### config.mk
export PLATFORM = sky130hd
export DESIGN_NAME = player_top
export DESIGN_NICKNAME = d
export VERILOG_FILES = /design/src/source/game_pkg.sv /design/src/source/key_decoder.sv /design/src/source/platform_collision.sv /design/src/source/move_ctrl.sv /design/src/source/player_top.sv
export VERILOG_INCLUDE_DIRS = /design/src /design/src/include
export SDC_FILE = /design/constraint.sdc
export NUM_CORES = 1
export LEC_CHECK = 0
export BUFFER_PORTS_ARGS = -buffer_cell sky130_fd_sc_hd__buf_2
export CAP_MARGIN = 25
export CORE_UTILIZATION = 37
export DETAILED_ROUTE_END_ITERATION = 8
export RECOVER_POWER = 100
export SLEW_MARGIN = 20
export SYNTH_ARGS = -nofsm -noshare
export SYNTH_HDL_FRONTEND = slang
export SYNTH_SLANG_ARGS = --single-unit
### constraint.sdc
create_clock -name clk -period 4.9 [get_ports clk]
set_input_delay 0.98 -clock clk [delete_from_list [all_inputs] [get_ports clk]]
set_output_delay 0.98 -clock clk [all_outputs]
set_load 0.05 [all_outputs]
### src/include/game_params.svh
// game geometry and timing constants
`ifndef GAME_PARAMS_SVH
`define GAME_PARAMS_SVH

// ----------------------------------------------------------------------
// screen and sprite size, in pixels
// ----------------------------------------------------------------------
`define SCREEN_W    1024
`define SCREEN_H    768
`define SPRITE_W    48
`define SPRITE_H    64

// upper-left corner at power-up, sprite starts in the air
`define SPAWN_X     500
`define SPAWN_Y     503
`define JUMP_HEIGHT 200

// ----------------------------------------------------------------------
// platforms as left x, top row, length in columns
// ----------------------------------------------------------------------
`define PLAT_COUNT  2
`define PLAT0_X     100
`define PLAT0_Y     600
`define PLAT0_LEN   200
`define PLAT1_X     700
`define PLAT1_Y     480
`define PLAT1_LEN   220

// step periods, counted in prescaler ticks
`define WALK_PERIOD 4
`define RISE_START  2
`define RISE_INC    1
`define RISE_LIMIT  8
`define FALL_START  8
`define FALL_DEC    1
`define FALL_LIMIT  2

// PS/2 set 2 codes
`define SCAN_LEFT   8'h6B
`define SCAN_RIGHT  8'h74
`define SCAN_SPACE  8'h29
`define SCAN_BREAK  8'hF0
`define SCAN_EXT    8'hE0

`endif

### src/source/game_pkg.sv
// player movement types
package game_pkg;

    // ------------------------------------------------------------------
    // coordinates and keyboard bytes
    // ------------------------------------------------------------------

    // screen position, wide enough for 1023 columns
    typedef logic [9:0] coord_t;

    // one byte from the keyboard stream
    typedef logic [7:0] scan_byte_t;

    // ------------------------------------------------------------------
    // movement FSM
    // ------------------------------------------------------------------

    // idle    resting on something, no walk key
    // moving  resting on something, walking
    // jumping rising from the jump start
    // falling dropping until ground
    typedef enum logic [1:0] {
        st_idle    = 2'b00,
        st_moving  = 2'b01,
        st_jumping = 2'b11,
        st_falling = 2'b10
    } move_state_t;

endpackage

### src/source/key_decoder.sv
// scan-code key decoder
`include "game_params.svh"

module key_decoder (
    input  logic                 clk,
    input  logic                 rst,
    input  game_pkg::scan_byte_t scan_byte,
    input  logic                 scan_valid,
    output logic                 left,
    output logic                 right,
    output logic                 jump
);

    import game_pkg::*;

    // ------------------------------------------------------------------
    // codes of interest
    // ------------------------------------------------------------------
    localparam scan_byte_t CODE_LEFT  = `SCAN_LEFT;
    localparam scan_byte_t CODE_RIGHT = `SCAN_RIGHT;
    localparam scan_byte_t CODE_SPACE = `SCAN_SPACE;
    localparam scan_byte_t CODE_BREAK = `SCAN_BREAK;
    localparam scan_byte_t CODE_EXT   = `SCAN_EXT;

    // prefixes seen since the last complete code
    logic brk_pend;
    logic ext_pend;

    // level a completed code writes, low after F0
    logic key_level;

    logic is_prefix;

    assign key_level = !brk_pend;
    assign is_prefix = (scan_byte == CODE_BREAK) || (scan_byte == CODE_EXT);

    // ------------------------------------------------------------------
    // decode
    // ------------------------------------------------------------------
    always_ff @(posedge clk) begin
        if (rst) begin
            brk_pend <= 1'b0;
            ext_pend <= 1'b0;
            left     <= 1'b0;
            right    <= 1'b0;
            jump     <= 1'b0;
        end else if (scan_valid) begin
            if (scan_byte == CODE_BREAK) begin
                brk_pend <= 1'b1;
            end else if (scan_byte == CODE_EXT) begin
                ext_pend <= 1'b1;
            end else begin
                // arrows live in the extended set, space does not
                if (ext_pend) begin
                    case (scan_byte)
                        CODE_LEFT:  left  <= key_level;
                        CODE_RIGHT: right <= key_level;
                        default: ;
                    endcase
                end else if (scan_byte == CODE_SPACE) begin
                    jump <= key_level;
                end
                // any complete code ends the sequence
                brk_pend <= 1'b0;
                ext_pend <= 1'b0;
            end
        end
    end

    // ------------------------------------------------------------------
    // checks
    // ------------------------------------------------------------------

    // a stale prefix would corrupt the next key
    prefix_cleared: assert property (
        @(posedge clk) disable iff (rst)
        (scan_valid && !is_prefix) |=> (!brk_pend && !ext_pend)
    );

endmodule

### src/source/platform_collision.sv
// sprite box collision test
`include "game_params.svh"

module platform_collision (
    input  game_pkg::coord_t cand_x,
    input  game_pkg::coord_t cand_y,
    output logic             on_ground,
    output logic             head_hit
);

    import game_pkg::*;

    localparam int PLAT_N = `PLAT_COUNT;

    // ------------------------------------------------------------------
    // platform table
    // ------------------------------------------------------------------
    localparam coord_t PLAT_X [PLAT_N] = '{coord_t'(`PLAT0_X), coord_t'(`PLAT1_X)};
    localparam coord_t PLAT_Y [PLAT_N] = '{coord_t'(`PLAT0_Y), coord_t'(`PLAT1_Y)};

    // last column of each platform, one bit wider
    localparam logic [10:0] PLAT_R [PLAT_N] = '{
        11'(`PLAT0_X + `PLAT0_LEN - 1),
        11'(`PLAT1_X + `PLAT1_LEN - 1)
    };

    // row just under each platform
    localparam coord_t PLAT_UNDER [PLAT_N] = '{
        coord_t'(`PLAT0_Y + 1),
        coord_t'(`PLAT1_Y + 1)
    };

    // sprite right column and first row below it
    logic [10:0] spr_right;
    logic [10:0] spr_bottom;
    logic        overlap;

    assign spr_right  = {1'b0, cand_x} + 11'(`SPRITE_W - 1);
    assign spr_bottom = {1'b0, cand_y} + 11'(`SPRITE_H);

    always_comb begin
        on_ground = (spr_bottom == 11'(`SCREEN_H));
        head_hit  = 1'b0;
        overlap   = 1'b0;
        for (int i = 0; i < PLAT_N; i++) begin
            // shared column between the two spans
            overlap = ({1'b0, cand_x} <= PLAT_R[i]) && ({1'b0, PLAT_X[i]} <= spr_right);
            if (overlap && (spr_bottom == {1'b0, PLAT_Y[i]})) begin
                on_ground = 1'b1;
            end
            if (overlap && (cand_y == PLAT_UNDER[i])) begin
                head_hit = 1'b1;
            end
        end
    end

endmodule

### src/source/move_ctrl.sv
// player movement controller
`include "game_params.svh"

module move_ctrl #(
    parameter int PRESCALE = 4000
) (
    input  logic             clk,
    input  logic             rst,
    input  logic             left,
    input  logic             right,
    input  logic             jump,
    input  logic             on_ground,
    input  logic             head_hit,
    output game_pkg::coord_t cand_x,
    output game_pkg::coord_t cand_y,
    output game_pkg::coord_t x,
    output game_pkg::coord_t y
);

    import game_pkg::*;

    // ------------------------------------------------------------------
    // constants
    // ------------------------------------------------------------------
    localparam int PRE_W  = $clog2(PRESCALE + 1);
    localparam int STEP_W = 4;

    localparam logic [PRE_W-1:0] PRE_LAST = PRE_W'(PRESCALE - 1);

    localparam coord_t X_MAX   = coord_t'(`SCREEN_W - `SPRITE_W);
    localparam coord_t Y_MAX   = coord_t'(`SCREEN_H - `SPRITE_H);
    localparam coord_t SPAWN_X = coord_t'(`SPAWN_X);
    localparam coord_t SPAWN_Y = coord_t'(`SPAWN_Y);
    localparam coord_t JUMP_H  = coord_t'(`JUMP_HEIGHT);

    localparam logic [STEP_W-1:0] WALK_LAST  = STEP_W'(`WALK_PERIOD - 1);
    localparam logic [STEP_W-1:0] RISE_START = STEP_W'(`RISE_START);
    localparam logic [STEP_W-1:0] RISE_INC   = STEP_W'(`RISE_INC);
    localparam logic [STEP_W-1:0] RISE_LIMIT = STEP_W'(`RISE_LIMIT);
    localparam logic [STEP_W-1:0] FALL_START = STEP_W'(`FALL_START);
    localparam logic [STEP_W-1:0] FALL_DEC   = STEP_W'(`FALL_DEC);
    localparam logic [STEP_W-1:0] FALL_LIMIT = STEP_W'(`FALL_LIMIT);

    move_state_t state;
    move_state_t state_nxt;

    // low until the spawn point has been loaded
    logic spawned;

    logic [PRE_W-1:0]  pre_cnt;
    logic              tick;

    logic [STEP_W-1:0] x_cnt;
    logic [STEP_W-1:0] x_cnt_nxt;
    logic [STEP_W-1:0] y_cnt;
    logic [STEP_W-1:0] y_cnt_nxt;
    logic [STEP_W-1:0] y_period;
    logic [STEP_W-1:0] y_period_nxt;

    coord_t y_start;
    coord_t y_start_nxt;
    coord_t rise_dist;

    logic walk_on;
    logic x_step;
    logic y_step;

    // ------------------------------------------------------------------
    // step timing
    // ------------------------------------------------------------------
    assign tick    = (pre_cnt == PRE_LAST);
    assign walk_on = spawned && (left ^ right) && (state != st_idle);
    assign x_step  = walk_on && tick && (x_cnt >= WALK_LAST);
    assign y_step  = tick && (y_cnt >= y_period - STEP_W'(1));

    always_comb begin
        if (!walk_on || x_step) begin
            x_cnt_nxt = '0;
        end else if (tick) begin
            x_cnt_nxt = x_cnt + STEP_W'(1);
        end else begin
            x_cnt_nxt = x_cnt;
        end
    end

    // ------------------------------------------------------------------
    // candidate position, clamped to the screen
    // ------------------------------------------------------------------
    always_comb begin
        cand_x = x;
        cand_y = y;
        if (!spawned) begin
            cand_x = SPAWN_X;
            cand_y = SPAWN_Y;
        end else begin
            if (x_step) begin
                if (right && (x < X_MAX)) begin
                    cand_x = x + coord_t'(1);
                end else if (left && (x != '0)) begin
                    cand_x = x - coord_t'(1);
                end
            end
            if (y_step) begin
                if ((state == st_jumping) && (y != '0)) begin
                    cand_y = y - coord_t'(1);
                end else if ((state == st_falling) && (y < Y_MAX)) begin
                    cand_y = y + coord_t'(1);
                end
            end
        end
    end

    assign rise_dist = y_start - cand_y;

    // ------------------------------------------------------------------
    // FSM
    // ------------------------------------------------------------------
    always_comb begin
        state_nxt    = state;
        y_start_nxt  = y_start;
        y_cnt_nxt    = '0;
        y_period_nxt = y_period;
        case (state)
            st_idle, st_moving: begin
                if (!spawned) begin
                    state_nxt = st_idle;
                end else if (!on_ground) begin
                    state_nxt    = st_falling;
                    y_period_nxt = FALL_START;
                end else if (jump) begin
                    state_nxt    = st_jumping;
                    y_start_nxt  = y;
                    y_period_nxt = RISE_START;
                end else if (left ^ right) begin
                    state_nxt = st_moving;
                end else begin
                    state_nxt = st_idle;
                end
            end
            st_jumping: begin
                if (y_step) begin
                    // slow down on the way up
                    if (y_period < RISE_LIMIT) begin
                        y_period_nxt = y_period + RISE_INC;
                    end
                end else if (tick) begin
                    y_cnt_nxt = y_cnt + STEP_W'(1);
                end else begin
                    y_cnt_nxt = y_cnt;
                end
                if (head_hit || (cand_y == '0) || (rise_dist >= JUMP_H)) begin
                    state_nxt    = st_falling;
                    y_cnt_nxt    = '0;
                    y_period_nxt = FALL_START;
                end
            end
            st_falling: begin
                if (y_step) begin
                    // speed up on the way down
                    if (y_period > FALL_LIMIT) begin
                        y_period_nxt = y_period - FALL_DEC;
                    end
                end else if (tick) begin
                    y_cnt_nxt = y_cnt + STEP_W'(1);
                end else begin
                    y_cnt_nxt = y_cnt;
                end
                if (on_ground) begin
                    state_nxt = st_idle;
                    y_cnt_nxt = '0;
                end
            end
            default: begin
                state_nxt = st_idle;
            end
        endcase
    end

    // ------------------------------------------------------------------
    // registers
    // ------------------------------------------------------------------
    always_ff @(posedge clk) begin
        if (rst) begin
            state    <= st_idle;
            spawned  <= 1'b0;
            pre_cnt  <= '0;
            x_cnt    <= '0;
            y_cnt    <= '0;
            y_period <= FALL_START;
            x        <= '0;
            y        <= '0;
        end else begin
            state    <= state_nxt;
            spawned  <= 1'b1;
            pre_cnt  <= tick ? '0 : pre_cnt + PRE_W'(1);
            x_cnt    <= x_cnt_nxt;
            y_cnt    <= y_cnt_nxt;
            y_period <= y_period_nxt;
            x        <= cand_x;
            y        <= cand_y;
        end
    end

    // height the current jump started from
    always_ff @(posedge clk) begin
        y_start <= y_start_nxt;
    end

    // ------------------------------------------------------------------
    // checks
    // ------------------------------------------------------------------
    x_in_screen: assert property (@(posedge clk) disable iff (rst) x <= X_MAX);

    y_in_screen: assert property (@(posedge clk) disable iff (rst) y <= Y_MAX);

    state_legal: assert property (
        @(posedge clk) disable iff (rst)
        !$isunknown(state) && (state inside {st_idle, st_moving, st_jumping, st_falling})
    );

endmodule

### src/source/player_top.sv
// player movement top level
module player_top #(
    parameter int PRESCALE = 4000
) (
    input  logic                 clk,
    input  logic                 rst,
    input  game_pkg::scan_byte_t scan_byte,
    input  logic                 scan_valid,
    output game_pkg::coord_t     x,
    output game_pkg::coord_t     y
);

    import game_pkg::*;

    // held keys
    logic left;
    logic right;
    logic jump;

    // position under test and its contacts
    coord_t cand_x;
    coord_t cand_y;
    logic   on_ground;
    logic   head_hit;

    // ------------------------------------------------------------------
    // blocks
    // ------------------------------------------------------------------
    key_decoder u_keys (
        .clk        (clk),
        .rst        (rst),
        .scan_byte  (scan_byte),
        .scan_valid (scan_valid),
        .left       (left),
        .right      (right),
        .jump       (jump)
    );

    move_ctrl #(
        .PRESCALE (PRESCALE)
    ) u_move (
        .clk       (clk),
        .rst       (rst),
        .left      (left),
        .right     (right),
        .jump      (jump),
        .on_ground (on_ground),
        .head_hit  (head_hit),
        .cand_x    (cand_x),
        .cand_y    (cand_y),
        .x         (x),
        .y         (y)
    );

    platform_collision u_collide (
        .cand_x    (cand_x),
        .cand_y    (cand_y),
        .on_ground (on_ground),
        .head_hit  (head_hit)
    );

endmodule

* Word level (Yosys, flattened, before mapping)
Index checks and enable logic that the tools add are counted.
** Word-level totals
- Logic and storage cells :: 137
- Register bits after elaboration :: 62
** Operators by class
- Mux-type cells :: 37
- Add/sub/neg operators :: 12
- Bitwise logic cells :: 4
- Eq/ne operators :: 23
- Reduce and logical (&&, ||, !) cells :: 36
- Magnitude comparators :: 11
** Operator list (number)
- $mux 10 :: 8
- $mux 4 :: 12
- $eq 11x10->1 const B :: 2
- $add 10x1->10 const B :: 2
- $lt 10x10->1 const B :: 2
- $reduce_bool 10->1 :: 2
- $sub 10x1->10 const B :: 2
- $eq 8x7->1 const B :: 2
- $eq 8x8->1 const B :: 2
- $logic_and 1x1->1 :: 15
- $reduce_and 5->1 :: 3
- $add 12x1->12 const B :: 1
- $add 4x1->4 const B :: 3
- $eq 12x12->1 const B :: 1
- $pmux 4 s3 :: 1
- $add 10x6->11 const B :: 1
- $add 10x7->11 const B :: 1
- $eq 11x9->1 const B :: 1
- $le 10x11->1 const A :: 1
- $le 7x11->1 const A :: 1
- $eq 10x10->1 const B :: 1
- $eq 10x9->1 const B :: 1
- $ge 10x8->1 const B :: 1
- $le 10x10->1 const B :: 1
- 29 further kinds :: 56

* Logic depth before layout (Yosys ltp)
Gate-level depths: netlist of run 1.
- Word-level depth :: 17
- Mapped depth :: 25
- Mapped depth without buffers :: 24

* Modules after synthesis
From an unflattened synthesis of run 1, not the netlist that was laid out.
** Second synthesis, totals
- Cell total of the unflattened synthesis :: 549
- Area, all modules :: 4495.6 µm²
** By module, submodules not included
- move_ctrl :: cells each 450, times used 1, area an instance 3726.1 µm²
- platform_collision :: cells each 71, times used 1, area an instance 508.0 µm²
- key_decoder :: cells each 28, times used 1, area an instance 261.5 µm²

* Worst setup path before layout of run 1
Ideal clock, no wire load.
- Path kind :: reg-to-reg
- From :: reg u_move.y_period[0]
- To :: reg u_move.y_period[2]
- Library setup time :: 117 ps
- Path buffers :: 1
- Data required time :: 4783 ps
- Cell stages (with the launch flop) :: 25
- Arrival :: 5126 ps
- Setup slack :: -343 ps
- Cell sequence :: dfxtp_1 > inv_1 > ha_1 > ha_1 > a21o_1 > a21o_1 > a21oi_1 > clkbuf_1 > o21ai_0 > o221ai_1 > and2_1 > ha_1 > nor2b_1 > o21ai_0 > a21oi_1 > o21ai_0 > a211oi_1 > or3_1 > o2111ai_1 > o311ai_0 > a211oi_1 > nand3_1 > nor3b_4 > nor2_1 > a32o_2
** Between the ends
- Word-level cells in the longest chain between the ends :: 13
** RTL lines
- start, declared :: RTL line move_ctrl.sv:57 : logic [STEP_W-1:0] y_period;
- start signal, assigned :: RTL line move_ctrl.sv:198 : y_period <= y_period_nxt;
- branches (longest 13 deep; another with $sub 10x10->10)
Parallel ways; which one is timed is not known. The select of a mux whose other input is x is not followed.
A chain may end at the register's enable or synchronous reset.

* Worst setup path after layout of run 1
- From :: reg u_move.y[8]
- To :: reg u_move.y_period[3]
** Between the ends
- Word-level cells in the longest chain between the ends :: 14
** RTL lines
- start, declared :: RTL line move_ctrl.sv:17 : output game_pkg::coord_t y
- start signal, assigned :: RTL line move_ctrl.sv:200 : y <= cand_y;
- $lt 10x10->1 :: RTL line move_ctrl.sv:106 : end else if ((state == st_falling) && (y < Y_MAX)) begin
- $logic_and 1x1->1 :: RTL line move_ctrl.sv:106
- $mux 10 :: RTL line move_ctrl.sv:106
- $mux 10 :: RTL line move_ctrl.sv:104 : if ((state == st_jumping) && (y != '0)) begin
- $mux 10 * :: RTL line move_ctrl.sv:103 : if (y_step) begin
- $mux 10 * :: RTL line move_ctrl.sv:92 : if (!spawned) begin
- branches (longest 8 deep; another with $sub 10x10->10)
Every way passes the cells marked *. The select of a mux whose other input is x is not followed.

==> results of run 1 <==
==> flip-flops by register name, indices dropped and copies added, names as in the netlist <==
signal and flops:
u_keys.ext_pend 1, u_move.x_cnt 4, u_keys.brk_pend 1, u_move.y 10, u_keys.right 1, u_move.x 10
u_move.y_start 10, u_keys.left 1, u_move.y_cnt 4, u_move.y_period 4, u_keys.jump 1, u_move.state 2
u_move.pre_cnt 12, u_move.spawned 1
==> area by class of cell <==
| cell class | instances | area (µm²) |
|---|---|---|
| clock buffers | 12 | 268 |
| fillers | 1277 | 6590 |
| multi-input cells | 480 | 3610 |
| clock inverters | 4 | 50.0 |
| flip-flops and latches | 62 | 1360 |
| well taps | 172 | 215 |
| repair buffers | 98 | 602 |
| inverters | 36 | 135 |
==> final timing paths <==
kind              slack, ns                  to               from  cells after the start
hold reg to reg        0.46   u_move.pre_cnt[0]  u_move.pre_cnt[0]                      1
hold / removal         0.46   u_move.pre_cnt[0]  u_move.pre_cnt[0]                      1
setup / recovery       0.17  u_move.y_period[3]        u_move.y[8]                     19
setup reg to reg       0.17  u_move.y_period[3]        u_move.y[8]                     19
==> per-layer routing <==
layer  global-route usage (%)  wire [µm]  up-vias
met2                     35.2       6900      120
met3                     3.83        758       19
met4                     7.77        248        0
met1                     27.4       6610     2376
li1                         -          -     2412
met5                        0          0        -
==> kinds of logic (layout without fill, tap and decap cells) <==
logic type	after synthesis	count (layout)	share of synthesized area, %
buffers and inverters	57	150	5.90
AO/OA/AOI/OAI	148	148	22.6
multiplexers	5	5	1.29
flip-flops	62	62	27.0
XOR/XNOR	27	27	4.92
AND/OR/NAND/NOR	273	273	31.3
adder cells (fa/ha/maj)	27	27	6.96
==> power groups by stage <==
| stage | Clock (W) | Sequential (W) | Combinational [W] |
|---|---|---|---|
| CTS | 0.000696 | 0.000546 | 0.000273 |
| detailed placement | 0 | 0.000557 | 0.000267 |
| finish | 0.000684 | 0.000548 | 0.000292 |
| floorplan | 0 | 0.000588 | 0.000153 |
| global route | 0.000717 | 0.000549 | 0.000316 |
| global placement | 0 | 0.000557 | 0.000262 |
==> what timing repair did <==
item | in CTS | in global routing
hold buffers | 0 | 0
buffers inserted | 0 | 8
gates resized for setup | 13 | 54
pin swaps | 7 | 30
endpoints found under the setup margin | 8 | 19
==> through the flow <==
stage / utilization (%) / worst slack [ns]
global route: 48.6 / -0.0286
CTS: 46.9 / 0.0000200
detailed placement: 44.1 / -0.127
global placement: 44.1 / -0.0148
finish: 48.6 / 0.174
floorplan: - / 0.0185
==> synthesized netlist by cell type, drive strengths merged (11+ instances only) <==
cell type | instances | area (µm²)
ha | 26 | 325
o21ai | 25 | 136
nand2 | 35 | 131
and3 | 12 | 76.3
nor2 | 76 | 288
inv | 36 | 135
clkbuf | 15 | 106
a31oi | 13 | 87.6
a21oi | 26 | 134
nor3 | 22 | 130
or3 | 12 | 95.1
xnor2 | 17 | 156
nor4 | 11 | 75.1
nand3 | 26 | 135
dfxtp | 52 | 1040
==> layout by cell type (no fill, tap or decap), drive strengths merged, types with 8 or more instances in the layout <==
master,instances
nor4,11
a21o,8
or2,10
buf,68
nand3,26
inv,38
nand2,35
or3,12
nand4,9
dfxtp,52
xnor2,17
ha,26
clkbuf,42
nor3,22
xor2,10
a211oi,9
edfxtp,10
and3,12
a31oi,13
nor2,76
a21oi,26
nand2b,9
o21ai,25
==> results.toml, run 1 <==
[grt]
grt.total_usage_pct = 21.2
grt_pass1_vias = 4871
antenna_found_initial = 0
grt_pass1_wl_mm = 23.8
grt_max_degree = 31
grt.overflow.total = 0

[timing]
finalCriticalPeriod_ns = 4.73
max_freq_ghz = 0.212
hold_ws_ns = 0.459
hold_viol = 0
setup_viol = 0
slew_headroom_pct = 52.1
final.setup.tns_ns = 0
fin_worst_skew_ns = 0.00781
worst_pin_slew_ns = 0.714
finalCritPeriodShare_pct = 96.4
slew_violations = 0

[synth]
yosysSeqAreaShare_pct = 27.0
syn_nets = 637
synth.avg_cell_area_um2 = 8.29
synth_edf_count = 10
synth_area_mm2 = 0.00496
ys_warn_count = 0
synth_seq_cells = 62
yosysUniqueCellTypes = 101
synth_ff_type = "dfxtp_1"
synthArstFlopShare_pct = 0
syn_inst = 599

[worst_setup_path]
arrival_ns = 4.99
cp_top_family = "compound AO/OA/AOI/OAI gates"
slowest_stage = "a2111oi_2"
crit_buf_inv = 2
crit_required_ns = 5.17
start_kind = "flip-flop"
worstPathCellList = "clkbuf_1 -> a21o_1 -> a2111oi_2 -> a21oi_1 -> or4_4 -> a21oi_4 -> ha_1 -> or2_2 -> a21oi_2 -> a211oi_2 -> o21ai_1 -> o2111ai_2 -> or2_4 -> a211oi_2 -> buf_4 -> nand3_4 -> nor3b_4 -> or2_4 -> mux2i_1"
max_stage_delay_ns = 0.49
path_max_fanout = 8
critPathCaptureType = "flip-flop"
critPathKind = "reg -> reg"

[clock_network]
clk_latency_ns = 0.34
cts_buffers = 9
cts_sinks = 62
clk_path_buf_depth = 2
cts.clk_slew.worst_paths_ns = 0.06
cts_tree = "yes"
cts_htree_levels = 3
cts_root_buf = "clkbuf_16"

[pwr]
sequentialPowerShare_pct = 35.9
power.net_switching_w = 0.000439
p_sw_share_pct = 28.8
ir_worst_vdd_uv = 145
p_per_area_mw_per_mm2 = 244
total_power_w = 0.00152
intPower_w = 0.00108
leakagePower_nw = 2.36
clockPowerShare_pct = 44.9
p_comb_share_pct = 19.2

[place]
numPortBuffers = 30
post_dp_cell_area_mm2 = 0.00565
globalplace.congestion = 0.913
hpwl_mm = 10.6
dp.cells = 840

[layout]
n_antenna_cell = 0
area_growth_pct = 25.6
drive_gt1_share_pct = 27.3
nNetsFinal = 725
stdcell_area_mm2 = 0.00623
instances_no_fill = 864

[routing]
routedWlPerCell_um = 16.8
ant_nets = 0
drt_iter0_markers = 269
viasPerCell = 5.70
drc_errors = 0
wl_mm = 14.5
drt-pass1-iter-count = 4
vias = 4927

[worst_hold_path]
hp-class = "reg -> reg"

[run]
max_cap_viol_count = 0

[floorplan]
die_height_um = 118
num_rows = 41
ioPinCount = 31
die_w_um = 118
dieArea_mm2 = 0.0139
core_area_mm2 = 0.0128
start_util_pct = 38.7

[status]
status = "finished, final reports clean"
Power figures use the tool's default switching activity.
==> run 2: changes to the inputs <==
--- a/config.mk
+++ b/config.mk
@@ -6,6 +6,7 @@
 export SDC_FILE = /design/constraint.sdc
 export NUM_CORES = 1
 export LEC_CHECK = 0
+export ABC_AREA = 1
 export BUFFER_PORTS_ARGS = -buffer_cell sky130_fd_sc_hd__buf_2
 export CAP_MARGIN = 25
 export CORE_UTILIZATION = 37
@@ -15,3 +16,4 @@
 export SYNTH_ARGS = -nofsm -noshare
 export SYNTH_HDL_FRONTEND = slang
 export SYNTH_SLANG_ARGS = --single-unit
+export TNS_END_PERCENT = 1
==> results.toml, run 2 <==
[synth]
yosysTopAreaCellShare_pct = 21.4
synth_area_mm2 = 0.00486
syn_inst = 738
synth_edf_count = 10
synth.avg_cell_area_um2 = 6.59
yosysSeqAreaShare_pct = 27.6
synthArstFlopShare_pct = 0
synth_ff_type = "dfxtp_1"
yosys.area.top_type = "dfxtp_1"
synth_common_cells = "nand2_1, inv_1, nor2_1, nand3_1, dfxtp_1"
synth_seq_cells = 62
syn_nets = 776
synthTopCellsByArea = "dfxtp_1, nand2_1, nand3_1"
yosysMostFrequentCell = "nand2_1"
yosysUniqueCellTypes = 52
ys_warn_count = 0

[floorplan]
ioPinCount = 31
die_w_um = 117
core_area_mm2 = 0.0127
die_height_um = 117
start_util_pct = 38.2
num_rows = 41
dieArea_mm2 = 0.0136

[timing]
finalCritPeriodShare_pct = 92.6
hold_viol = 0
setup_viol = 0
fin_worst_skew_ns = 0.00841
worst_pin_slew_ns = 0.960
finalCriticalPeriod_ns = 4.54
slew_headroom_pct = 36.0
hold_ws_ns = 0.452
slew_violations = 0
max_freq_ghz = 0.220

[worst_setup_path]
max_stage_delay_ns = 0.42
crit_required_ns = 5.09
cpMostUsedCell = "nand2_1"
crit_buf_inv = 3
cp_top_family = "simple AND/OR/NAND/NOR gates"
arrival_ns = 4.73
critPathCaptureType = "flip-flop"
start_kind = "flip-flop"
critPathKind = "reg -> reg"
path_max_fanout = 5
slowest_stage = "fa_1"

[layout]
final_cell_mix = "nand2_1, inv_1, nor2_1, nand3_1, dfxtp_1"
drive_gt1_share_pct = 14.1
n_antenna_cell = 0
area_growth_pct = 14.2
layout_commonest_cell = "nand2_1"
multi_input_area_mm2 = 0.00307
final_util_pct = 43.6
regMostFlops = "u_move.pre_cnt"
nNetsFinal = 823
num-fill-cells = 1374
largest_reg_flops = 12
seq_area_mm2 = 0.00134

[grt]
grt.total_usage_pct = 19.4
grt_max_degree = 21
grt_pass1_wl_mm = 20.6
grt.overflow.total = 0
grt_pass1_vias = 4396
antenna_found_initial = 0

[routing]
drc_errors = 0
routedWlPerCell_um = 12.7
wl_mm = 12.2
viasPerCell = 4.92
vias = 4734
drt-pass1-iter-count = 5
ant_nets = 0
drt_iter0_markers = 289

[clock_network]
clk_latency_ns = 0.35
cts.clk_slew.worst_paths_ns = 0.05
cts_root_buf = "clkbuf_16"
cts_sinks = 62
clk_path_buf_depth = 2
cts_htree_levels = 3
cts_tree = "yes"
cts_hold_buffers = 0
cts_buffers = 9

[place]
numPortBuffers = 30
hpwl_mm = 9.27
globalplace.congestion = 0.884

[pwr]
leakagePower_nw = 2.50
p_per_area_mw_per_mm2 = 262
ir_worst_vdd_uv = 167

[status]
status = "finished, final reports clean"

[worst_hold_path]
hp-class = "reg -> reg"

[run]
max_cap_viol_count = 0
[run 2: cell count changes in the layout (fill, tap and decap cells not counted), sizes merged, moves of 10 or more]
cell,delta
a21oi,+10
nand2,+151
nor2,+25
buf,-49
inv,+71
xnor2,-13
or3,-11
a31oi,-12
nand3,+64
and3,-12
nand4,+14
[run 2: timing repair]
item,in CTS,in global routing
resized for setup,0,15
setup endpoints to repair,0,10
buffers inserted,0,4
[run 2: kinds of logic after synthesis]
| kind of cell | Yosys count | share of synthesized area, % |
|---|---|---|
| and+or+nand+nor | 433 | 42.9 |
| buffers and inverters | 120 | 9.75 |
| AOI/OAI and AO/OA | 80 | 9.70 |
| DFF | 62 | 27.6 |
| adders and majority gates | 27 | 7.10 |
| xor gates and xnor gates | 15 | 2.70 |
| muxes | 1 | 0.206 |
[run 2: layout make-up]
type / instances / share of cell area [%]
Inverter: 110 / 7.53
Clock inverter: 6 / 0.947
Clock buffer: 10 / 4.13
Sequential cell: 62 / 24.2
Timing Repair Buffer: 46 / 4.04
Multi-Input combinational cell: 556 / 55.3
Tap cell: 172 / 3.88
[run 2: path summary, 6_finish.rpt]
kind,from,end,slack [ns],depth (start not counted)
worst max register to register,u_move.y_period[2],u_move.y_period[3],0.36,31
worst max-delay path,u_move.y_period[2],u_move.y_period[3],0.36,31
worst min register to register,u_move.pre_cnt[0],u_move.pre_cnt[0],0.45,1
worst min-delay path,u_move.pre_cnt[0],u_move.pre_cnt[0],0.45,1
[run 2: worst reg2reg max path, delay by kind of cell, from the launching register on]
kind / cells / cell delay (ns)
AOI/OAI and AO/OA: 9 / 1.13
xor gates and xnor gates: 2 / 0.37
adders and majority gates: 3 / 0.94
buffers and inverters: 3 / 0.21
DFF: 1 / 0.33
and+or+nand+nor: 14 / 1.41
[run 2: report_power, final]
group | leakage (nW) | total, W | switching (W) | internal (W)
clock network | 0.141 | 0.000622 | 0.000235 | 0.000387
logic | 1.84 | 0.000271 | 0.000181 | 0.0000897
registers | 0.518 | 0.000559 | 0.0000248 | 0.000534
total | 2.50 | 0.00145 | 0.000441 | 0.00101
[run 2: per-layer routing]
| metal | global-route usage (%) | routed length (µm) | vias to the layer above |
|---|---|---|---|
| met4 | 7.76 | 232 | 0 |
| met2 | 31.3 | 5590 | 83 |
| met3 | 3.11 | 449 | 15 |
| met5 | 0 | 0 | - |
| met1 | 25.8 | 5980 | 2118 |
| li1 | - | - | 2518 |
[run 2: stage by stage]
stage / total power, W / setup slack, ns / TNS (ns) / std cells / area (µm²)
finish: 0.00145 / 0.363 / 0 / 962 / 5550
global route: 0.00152 / -0.0386 / -0.0386 / 962 / 5550
CTS: 0.00146 / 0.0408 / 0 / 958 / 5540
detailed placement: 0.000829 / 0.105 / 0 / 942 / 5260
global placement: 0.000829 / 0.189 / 0 / 942 / 5260
floorplan: 0.000766 / 0.485 / 0 / 738 / 4860
==> run 3: changes to the inputs <==
--- a/config.mk
+++ b/config.mk
@@ -9,9 +9,11 @@
 export ABC_AREA = 1
 export BUFFER_PORTS_ARGS = -buffer_cell sky130_fd_sc_hd__buf_2
 export CAP_MARGIN = 25
-export CORE_UTILIZATION = 37
+export CORE_UTILIZATION = 56
 export DETAILED_ROUTE_END_ITERATION = 8
+export PLACE_DENSITY = 0.77
 export RECOVER_POWER = 100
+export SETUP_SLACK_MARGIN = 0.4
 export SLEW_MARGIN = 20
 export SYNTH_ARGS = -nofsm -noshare
 export SYNTH_HDL_FRONTEND = slang
==> results.toml, run 3 (synthesized netlist as in run 2, its figures left out) <==
[worst_hold_path]
min_from = "u_move.pre_cnt[0]"
hp-class = "reg -> reg"

[timing]
fin_worst_skew_ns = 0.0114
worst_pin_slew_ns = 1.01
finalCritPeriodShare_pct = 96.5
worst_slack_ns = 0.174
hold_viol = 0
max_freq_ghz = 0.212
finalCriticalPeriod_ns = 4.73
slew_violations = 0
setup_viol = 0
slew_headroom_pct = 32.7
rsz0062_at_grt = "true"

[run]
max_cap_viol_count = 0

[clock_network]
cts.clk_slew.worst_paths_ns = 0.08
clk_path_buf_depth = 2
cts_root_buf = "clkbuf_8"
cts_htree_levels = 3
cts_hold_buffers = 0
cts_tree = "yes"
cts_sinks = 62
cts_buffers = 9
clk_latency_ns = 0.36

[layout]
final_util_pct = 68.2
nNetsFinal = 832
layout_commonest_cell = "nand2_1"
area_growth_pct = 16.4
largest_reg_flops = 12
drive_gt1_share_pct = 19.1
n_antenna_cell = 0
final_cell_mix = "nand2_1, inv_1, nor2_1, nand3_1, dfxtp_1"
regMostFlops = "u_move.pre_cnt"

[floorplan]
num_rows = 33
die_w_um = 95.2
ioPinCount = 31
die_height_um = 95.2
start_util_pct = 58.6
core_area_mm2 = 0.00830
dieArea_mm2 = 0.00906

[worst_setup_path]
rr_startpoint = "u_move.y_period[3]"
crit_required_ns = 5.10
arrival_ns = 4.93
path_max_fanout = 5
critPathCaptureType = "flip-flop"
cpMostUsedCell = "nand2_1"
slowest_stage = "dfxtp_1"
critPathKind = "reg -> reg"
max_stage_delay_ns = 0.46
startpoint = "u_move.y_period[3]"
start_kind = "flip-flop"

[routing]
drc_errors = 0
wl_mm = 13.1
ant_nets = 0
routedWlPerCell_um = 14.5
viasPerCell = 5.65
drt_iter0_markers = 302
vias = 5110
drt-pass1-iter-count = 5

[status]
status = "finished, final reports clean"

[pwr]
p_per_area_mw_per_mm2 = 243
ir_worst_vdd_uv = 233
leakagePower_nw = 2.56

[grt]
grt.total_usage_pct = 29.0
grt.overflow.total = 0
grt_pass1_wl_mm = 20.5
grt_max_degree = 23
grt_pass1_vias = 4607
antenna_found_initial = 0

[place]
hpwl_mm = 9.12
globalplace.congestion = 0.988
numPortBuffers = 30
pre_cts_slack_ns = -0.0636
-- run 3: final timing paths --
path | endpoint | slack (ns) | cells after the start
hold / removal | u_move.pre_cnt[0] | 0.46 | 1
setup reg to reg | u_move.y_period[3] | 0.17 | 32
hold reg to reg | u_move.pre_cnt[0] | 0.46 | 1
setup / recovery | u_move.y_period[3] | 0.17 | 32
-- run 3: cell type report --
| cell class | count | area [µm²] |
|---|---|---|
| clock inverters | 5 | 62.6 |
| fillers | 722 | 2640 |
| multi-input cells | 556 | 3230 |
| repair buffers | 55 | 304 |
| clock buffers | 11 | 153 |
| well taps | 105 | 131 |
| inverters | 110 | 428 |
| flip-flops and latches | 62 | 1350 |
-- run 3: report_power, final --
group	internal, W	leakage (nW)	switching [W]
Clock	0.000270	0.110	0.000227
Sequential	0.000533	0.519	0.0000277
Combinational	0.000115	1.93	0.000204
-- run 3: repair_timing --
action / in CTS / in global routing
buffers inserted: 5 / 17
gates resized for setup: 19 / 46
pin swaps: 4 / 33
setup endpoints to repair: 10 / 10
cloned: 0 / 0
endpoints found under the hold margin: 0 / 0
-- run 3: worst max-delay path, delay by kind of cell, from the launching register on --
family | cells | cell delay, ns
adders and majority gates | 2 | 0.62
buffers and inverters | 5 | 0.62
xor gates and xnor gates | 2 | 0.39
AOI/OAI and AO/OA | 4 | 0.66
DFF | 1 | 0.46
and+or+nand+nor | 19 | 1.81
-- run 3: through the flow --
step,area (µm²),hold WS (ns),total power (W),std cells,setup TNS (ns)
global placement,5110,0.435,0.000814,866,0
global route,5660,0.502,0.00144,904,-0.0351
CTS,5430,0.469,0.00133,887,0
finish,5660,0.459,0.00138,904,0
detailed placement,5110,0.458,0.000821,866,-0.115
floorplan,4860,0.418,0.000766,738,0
-- run 3: routing by layer --
metal / track usage [%] / part of all wire [%]
met5: 0 / 0
met4: 13.4 / 3.3
met3: 5.90 / 5.6
met2: 48.8 / 48
met1: 35.5 / 43
